--- config.mk ---
export PLATFORM = sky130hd
export DESIGN_NAME = ssf_bank
export DESIGN_NICKNAME = d
export VERILOG_FILES = /design/src/logic/ssf_pkg.sv /design/src/logic/ssf_bank.sv /design/src/logic/bank_arbiter.sv /design/src/logic/ssf_core.sv /design/src/logic/start_sequencer.sv
export VERILOG_INCLUDE_DIRS = /design/src /design/src/logic
export SDC_FILE = /design/constraint.sdc
export NUM_CORES = 1
export LEC_CHECK = 0
export BUFFER_PORTS_ARGS = -buffer_cell sky130_fd_sc_hd__clkbuf_2
export CORE_UTILIZATION = 60
export DETAILED_ROUTE_END_ITERATION = 8
export PLACE_DENSITY = 0.79
export SYNTH_ARGS = -nofsm -noshare
export SYNTH_HDL_FRONTEND = slang
export SYNTH_SLANG_ARGS = --single-unit
--- constraint.sdc ---
create_clock -name clk -period 3.3 [get_ports clk]
set_clock_uncertainty 0.2 [all_clocks]
set_input_delay 0 -clock clk [delete_from_list [all_inputs] [get_ports clk]]
set_output_delay 0 -clock clk [all_outputs]
set_load 0.01 [all_outputs]
--- src/logic/ssf_consts.svh ---
`ifndef SSF_CONSTS_SVH
`define SSF_CONSTS_SVH

// Number of summing cores sharing the input and output buses
`define SSF_NCORES 4

// Words added together for one result
`define SSF_TAPS 4

// Cycles between the release of core i and core i+1
`define SSF_STAGGER 16

// Width of input words and results, both signed
`define SSF_DW 32

// Width of a core index, follows the core count
`define SSF_IDW $clog2(`SSF_NCORES)

`endif
--- src/logic/ssf_pkg.sv ---
`default_nettype none

`include "ssf_consts.svh"

package ssf_pkg;

	// Code a core puts on the request bus
	typedef enum logic [1:0] {
		REQ_NONE = 2'd0,
		REQ_DATA = 2'd1
	} req_code_e;

	// Code a core puts on the output-enable bus
	typedef enum logic [1:0] {
		OUT_NONE = 2'd0,
		OUT_DATA = 2'd1
	} out_code_e;

	typedef enum logic [1:0] {
		ST_HOLD  = 2'd0, // Not yet released or stopped by reset
		ST_FETCH = 2'd1, // Taking words from the shared input
		ST_EMIT  = 2'd2  // Result waiting for the output bus
	} core_state_e;

	// Everything a core shows to the arbiter
	typedef struct packed {
		req_code_e                 req;
		out_code_e                 out_code;
		logic signed [`SSF_DW-1:0] result;
	} core_status_t;

endpackage

`default_nettype wire

--- src/logic/ssf_bank.sv ---
`timescale 1ns/10ps
`default_nettype none

`include "ssf_consts.svh"

module ssf_bank
	import ssf_pkg::*;
(
	input  logic                      clk,
	input  logic                      rst,
	input  logic signed [`SSF_DW-1:0] io_in,
	output logic signed [`SSF_DW-1:0] io_out,
	output req_code_e                 req_in,
	output out_code_e                 out_en,
	output logic [`SSF_IDW-1:0]       in_core,
	output logic [`SSF_IDW-1:0]       out_core,
	output logic [`SSF_NCORES-1:0]    running
);

	core_status_t             core_status [`SSF_NCORES];
	logic [`SSF_NCORES-1:0]   in_grant;
	logic [`SSF_NCORES-1:0]   out_grant;

	start_sequencer u_start_sequencer (
		.clk     (clk),
		.rst     (rst),
		.running (running)
	);

	// All cores see the same input word, only the granted one adds it
	for (genvar i = 0; i < `SSF_NCORES; i++) begin : g_core
		ssf_core u_ssf_core (
			.clk       (clk),
			.rst       (rst),
			.running   (running[i]),
			.io_in     (io_in),
			.in_grant  (in_grant[i]),
			.out_grant (out_grant[i]),
			.status    (core_status[i])
		);
	end

	bank_arbiter u_bank_arbiter (
		.status    (core_status),
		.in_grant  (in_grant),
		.out_grant (out_grant),
		.req_in    (req_in),
		.in_core   (in_core),
		.out_en    (out_en),
		.io_out    (io_out),
		.out_core  (out_core)
	);

endmodule

`default_nettype wire

--- src/logic/bank_arbiter.sv ---
`timescale 1ns/10ps
`default_nettype none

`include "ssf_consts.svh"

module bank_arbiter
	import ssf_pkg::*;
(
	input  core_status_t              status [`SSF_NCORES],
	output logic [`SSF_NCORES-1:0]    in_grant,
	output logic [`SSF_NCORES-1:0]    out_grant,
	output req_code_e                 req_in,
	output logic [`SSF_IDW-1:0]       in_core,
	output out_code_e                 out_en,
	output logic signed [`SSF_DW-1:0] io_out,
	output logic [`SSF_IDW-1:0]       out_core
);

	localparam int NC  = `SSF_NCORES;
	localparam int IDW = `SSF_IDW;

	logic in_hit;  // Some core is fetching
	logic out_hit; // Some core has a result

	// Lowest requesting index wins the input word
	always_comb begin
		in_hit   = 1'b0;
		in_grant = '0;
		in_core  = '0;
		for (int i = 0; i < NC; i++) begin
			if (!in_hit && status[i].req == REQ_DATA) begin
				in_hit      = 1'b1;
				in_grant[i] = 1'b1;
				in_core     = IDW'(i);
			end
		end
	end

	assign req_in = in_hit ? REQ_DATA : REQ_NONE;

	// Same priority for the output side, chosen independently of the input side
	always_comb begin
		out_hit   = 1'b0;
		out_grant = '0;
		out_core  = '0;
		io_out    = '0;
		for (int i = 0; i < NC; i++) begin
			if (!out_hit && status[i].out_code == OUT_DATA) begin
				out_hit      = 1'b1;
				out_grant[i] = 1'b1;
				out_core     = IDW'(i);
				io_out       = status[i].result;
			end
		end
	end

	assign out_en = out_hit ? OUT_DATA : OUT_NONE;

endmodule

`default_nettype wire

--- src/logic/ssf_core.sv ---
`timescale 1ns/10ps
`default_nettype none

`include "ssf_consts.svh"

module ssf_core
	import ssf_pkg::*;
(
	input  logic                      clk,
	input  logic                      rst,
	input  logic                      running,
	input  logic signed [`SSF_DW-1:0] io_in,
	input  logic                      in_grant,
	input  logic                      out_grant,
	output core_status_t              status
);

	localparam int TCW = ($clog2(`SSF_TAPS) > 0) ? $clog2(`SSF_TAPS) : 1;
	localparam logic [TCW-1:0] LAST_TAP = TCW'(`SSF_TAPS - 1);

	core_state_e               state;
	core_state_e               state_nx;
	logic [TCW-1:0]            taps;    // Words taken so far in this group
	logic [TCW-1:0]            taps_nx;
	logic signed [`SSF_DW-1:0] acc;     // Running sum, then the result in ST_EMIT
	logic signed [`SSF_DW-1:0] acc_nx;
	logic                      take;
	logic                      last;
	logic                      give;

	assign take = (state == ST_FETCH) && in_grant;
	assign last = (taps == LAST_TAP);
	assign give = (state == ST_EMIT) && out_grant;

	// A low running bit keeps the core parked, like a per-core reset
	always_ff @(posedge clk) begin
		if (rst || !running) begin
			state <= ST_HOLD;
			taps  <= '0;
			acc   <= '0;
		end else begin
			state <= state_nx;
			taps  <= taps_nx;
			acc   <= acc_nx;
		end
	end

	always_comb begin
		state_nx = state;
		taps_nx  = taps;
		acc_nx   = acc;
		unique case (state)
			ST_HOLD: begin
				state_nx = ST_FETCH;
			end
			ST_FETCH: begin
				if (take) begin
					acc_nx = acc + io_in; // Wraps on overflow
					if (last) begin
						state_nx = ST_EMIT;
					end else begin
						taps_nx = taps + 1'b1;
					end
				end
			end
			ST_EMIT: begin
				// Straight back to fetching, the next group starts from zero
				if (give) begin
					state_nx = ST_FETCH;
					taps_nx  = '0;
					acc_nx   = '0;
				end
			end
			default: begin
				state_nx = ST_HOLD;
			end
		endcase
	end

	always_comb begin
		status.req      = (state == ST_FETCH) ? REQ_DATA : REQ_NONE;
		status.out_code = (state == ST_EMIT) ? OUT_DATA : OUT_NONE;
		status.result   = acc; // Only looked at while out_code is OUT_DATA
	end

endmodule

`default_nettype wire

--- src/logic/start_sequencer.sv ---
`timescale 1ns/10ps
`default_nettype none

`include "ssf_consts.svh"

module start_sequencer (
	input  logic                   clk,
	input  logic                   rst,
	output logic [`SSF_NCORES-1:0] running
);

	localparam int NC = `SSF_NCORES;
	localparam int IW = $clog2(NC + 1); // Counts up to and including NC
	localparam int CW = $clog2(`SSF_STAGGER + 1);
	localparam logic [CW-1:0] GAP = CW'(`SSF_STAGGER - 1);

	logic [IW-1:0] rel_idx; // Next core to release
	logic [CW-1:0] gap_cnt; // Cycles left before that release
	logic          all_run;

	assign all_run = (rel_idx == IW'(NC));

	// The counter starts at zero so core 0 goes on the first edge out of reset
	// Each release reloads the gap, giving exactly SSF_STAGGER edges between cores
	always_ff @(posedge clk) begin
		if (rst) begin
			running <= '0;
			rel_idx <= '0;
			gap_cnt <= '0;
		end else if (!all_run) begin
			if (gap_cnt == '0) begin
				running <= running | (NC'(1) << rel_idx);
				rel_idx <= rel_idx + 1'b1;
				gap_cnt <= GAP;
			end else begin
				gap_cnt <= gap_cnt - 1'b1;
			end
		end
	end

endmodule

`default_nettype wire

==> impl_metrics.tcl <==
set metrics [dict create \
    endpoint_kind "register" \
    clock_latency_ns 0.44 \
    min_path_cells 4 \
    vias 13120 \
    clock_path_buffers 2 \
    antenna_found_initial 0 \
    yosysMostFrequentCell "nor2_1" \
    hold_viol_final 0 \
    post-route-min-period_ns 3.110 \
    drt_first_pass_iters 7 \
    synth_edf_count 0 \
    peakVddDrop_mv 0.4312 \
    wl_per_cell_um 18.78 \
    grt_max_degree 75 \
    synth-warning-count 0 \
    hold_path_class "input port to register" \
    cts-htree-levels 4 \
    synth_cells 1725 \
    drc_errors 0 \
    path_max_fanout 6 \
    finalMaxSlewViolations 0 \
    criticalPathCategory "register to register" \
    yosysUniqueCellTypes 88 \
    cp-start-kind "register" \
    avgSynthCellArea_um2 7.665 \
    drive_above_1_share 0.09826 \
    setup_violations 0 \
    setup_slack_ns 0.1896 \
    grt_util_all_layers 0.3428 \
    row_count 53 \
    leakagePower_nw 6.588 \
    detail-route-antenna-nets 0 \
    netlist_area_mm2 0.01322 \
    async_reset_ff_frac 0 \
    insertedDiodeCount 0 \
    die-height_um 150.4 \
    hpwl_mm 29.09 \
    die_width_um 150.4 \
    clkTransAtPathRegs_ns 0.08 \
    cts_inserted_buffers 17 \
    crit_chain "ha_1, a21o_1, a21o_1, a2111oi_2, o41ai_2, nand3_2, o2bb2ai_2, or4_4, o211ai_2, o41a_1" \
    drt-total-wl_mm 38.61 \
    path_delay_family "compound AO/OA/AOI/OAI gates" \
    yosys.area.top_type_share 0.2362 \
    grt_first_pass_wirelength_mm 60.44 \
    relSlewSlack 0.3404 \
    synth_common_cells "215 x nor2_1, 170 x a21oi_1, 169 x nand2_1" \
    clkSinkCount 156 \
    status "completed" \
    overflow 0 \
    grt_pass1_vias 11900 \
    yosys-top-cells-area "dfxtp_1 24%, ha_1 14%, a21oi_1 6.4%" \
    cp_num_buf_inv 0 \
    drv_cap 0 \
    cp.required_ns 3.48 \
    vias_per_cell 6.382 \
    drt_iter0_markers 1239 \
    cts_tree "done" \
    post-place-ws_ns 0.09073 \
    place_congestion 0.9200 \
    rsz0062_at_grt "yes" \
    cts-root-buf "clkbuf_16" \
    post-route-period-util 0.9425 \
    initial_core_util 0.6211 \
    tightest_slew_ns 0.9858 \
    max_stage_delay_ns 0.55 \
    syn_to_final_growth_pct 9.624 \
    p_total_mw 5.078 \
    cp.arrival_ns 3.29 \
    clock.fmax_mhz 321.5 \
    reg2reg_depth 10 \
    path_depth 10 \
    crit_top_cell "a21o_1" \
    ys_seq_area_frac 0.2362 \
    fin_nets 1952 \
    ios 78 \
    yosysTopAreaCell "dfxtp_1" \
    io_buffers 75 \
    ys_ff_latch 156 \
    core_area_mm2 0.02129 \
    powerDensity_mw_per_mm2 350.4 \
    cpMaxStageDelayCell "a2111oi_2" \
    synth_ff_type "dfxtp_1" \
    die-area_mm2 0.02263 \
]
[what timing repair did]
action	CTS	global route
endpoints found under the setup margin	0	10
hold buffers	6	0
gates resized for setup	0	9
hold endpoints to repair	22	0
buffers inserted	0	0
[kinds of logic after synthesis]
| family | synth area share |
|---|---|
| compound gates | 0.3053 |
| xor+xnor | 0.06359 |
| fa+ha+maj | 0.1442 |
| buf+inv | 0.04684 |
| flops | 0.2362 |
| mux | 0.008612 |
| other cells | 0.0002836 |
| simple gates | 0.1949 |
[layout by cell type, fill, tap and decap left out, types with 15 or more instances in the layout]
cell / n
xnor2_1: 54
a22o_1: 19
buf_4: 32
nand3_1: 30
nand2b_1: 16
o21ai_0: 38
a21o_1: 70
inv_1: 57
nor2b_1: 15
nor2_1: 215
a221o_1: 34
ha_1: 143
nand4_1: 17
a21oi_1: 168
clkbuf_16: 17
a22oi_1: 45
o21a_1: 21
nor3_1: 26
o21ai_1: 57
nand2_1: 169
clkbuf_2: 75
xor2_1: 42
and3_1: 15
dfxtp_1: 156
[final cells by class]
class                           instances  area [µm²]
Multi-Input combinational cell       1423        9538
Fill cell                            1843        6793
Sequential cell                       156        3123
Timing Repair Buffer                  113       675.6
Clock buffer                           18       429.2
Tap cell                              275       344.1
Inverter                               57       214.0
Clock inverter                         14       170.2
[state kept, by name, indices dropped and copies added (netlist names)]
| register | flops |
|---|---|
| g_core.u_ssf_core.acc | 128 |
| g_core.u_ssf_core.state | 8 |
| g_core.u_ssf_core.taps | 8 |
| u_start_sequencer.gap_cnt | 5 |
| u_start_sequencer.rel_idx | 3 |
| u_start_sequencer.running | 4 |
[worst reg2reg max path: stages (launching register included)]
cell,delay (ns)
dfxtp_1,0.39
ha_1,0.25
a21o_1,0.17
a21o_1,0.21
a2111oi_2,0.55
o41ai_2,0.18
nand3_2,0.19
o2bb2ai_2,0.10
or4_4,0.53
o211ai_2,0.15
o41a_1,0.15
[routing by layer]
| metal | GRT usage | vias to the layer above | share of wire |
|---|---|---|---|
| li1 | - | 6419 | - |
| met1 | 0.4986 | 6076 | 0.46 |
| met5 | 0 | - | 0 |
| met4 | 0.08788 | 0 | 0.018 |
| met3 | 0.05455 | 51 | 0.10 |
| met2 | 0.5219 | 576 | 0.42 |
[where the power goes]
group | internal, mW | switching [mW]
Combinational | 0.358 | 0.629
Sequential | 1.95 | 0.0585
Clock | 1.15 | 0.934
[path summary, 6_finish.rpt]
| check | startpoint | to | slack [ns] |
|---|---|---|---|
| max | g_core[3].u_ssf_core.acc[1]$_SDFFE_PP0P_ | g_core[3].u_ssf_core.acc[31]$_SDFFE_PP0P_ | 0.19 |
| min | io_in[26] | g_core[3].u_ssf_core.acc[26]$_SDFFE_PP0P_ | 0.03 |
| max reg2reg | g_core[3].u_ssf_core.acc[1]$_SDFFE_PP0P_ | g_core[3].u_ssf_core.acc[31]$_SDFFE_PP0P_ | 0.19 |
| min reg2reg | g_core[1].u_ssf_core.acc[31]$_SDFFE_PP0P_ | g_core[1].u_ssf_core.acc[31]$_SDFFE_PP0P_ | 0.26 |
[per-stage QoR]
stage / cell area [µm²] / setup TNS [ns] / utilization / std cells / hold slack, ns
6_report: 14490 / 0 / 0.6809 / 2056 / 0.03215
2_1_floorplan: 13230 / 0 / - / 1726 / -0.1272
3_3_place_gp: 13790 / 0 / 0.6479 / 2018 / 0.1800
5_1_grt: 14490 / -0.03845 / 0.6809 / 2056 / 0.06050
4_1_cts: 14450 / 0 / 0.6789 / 2056 / 0.01927
3_5_place_dp: 13790 / 0 / 0.6479 / 2018 / 0.1876
Note: power is estimated with default switching activity, not from simulation.
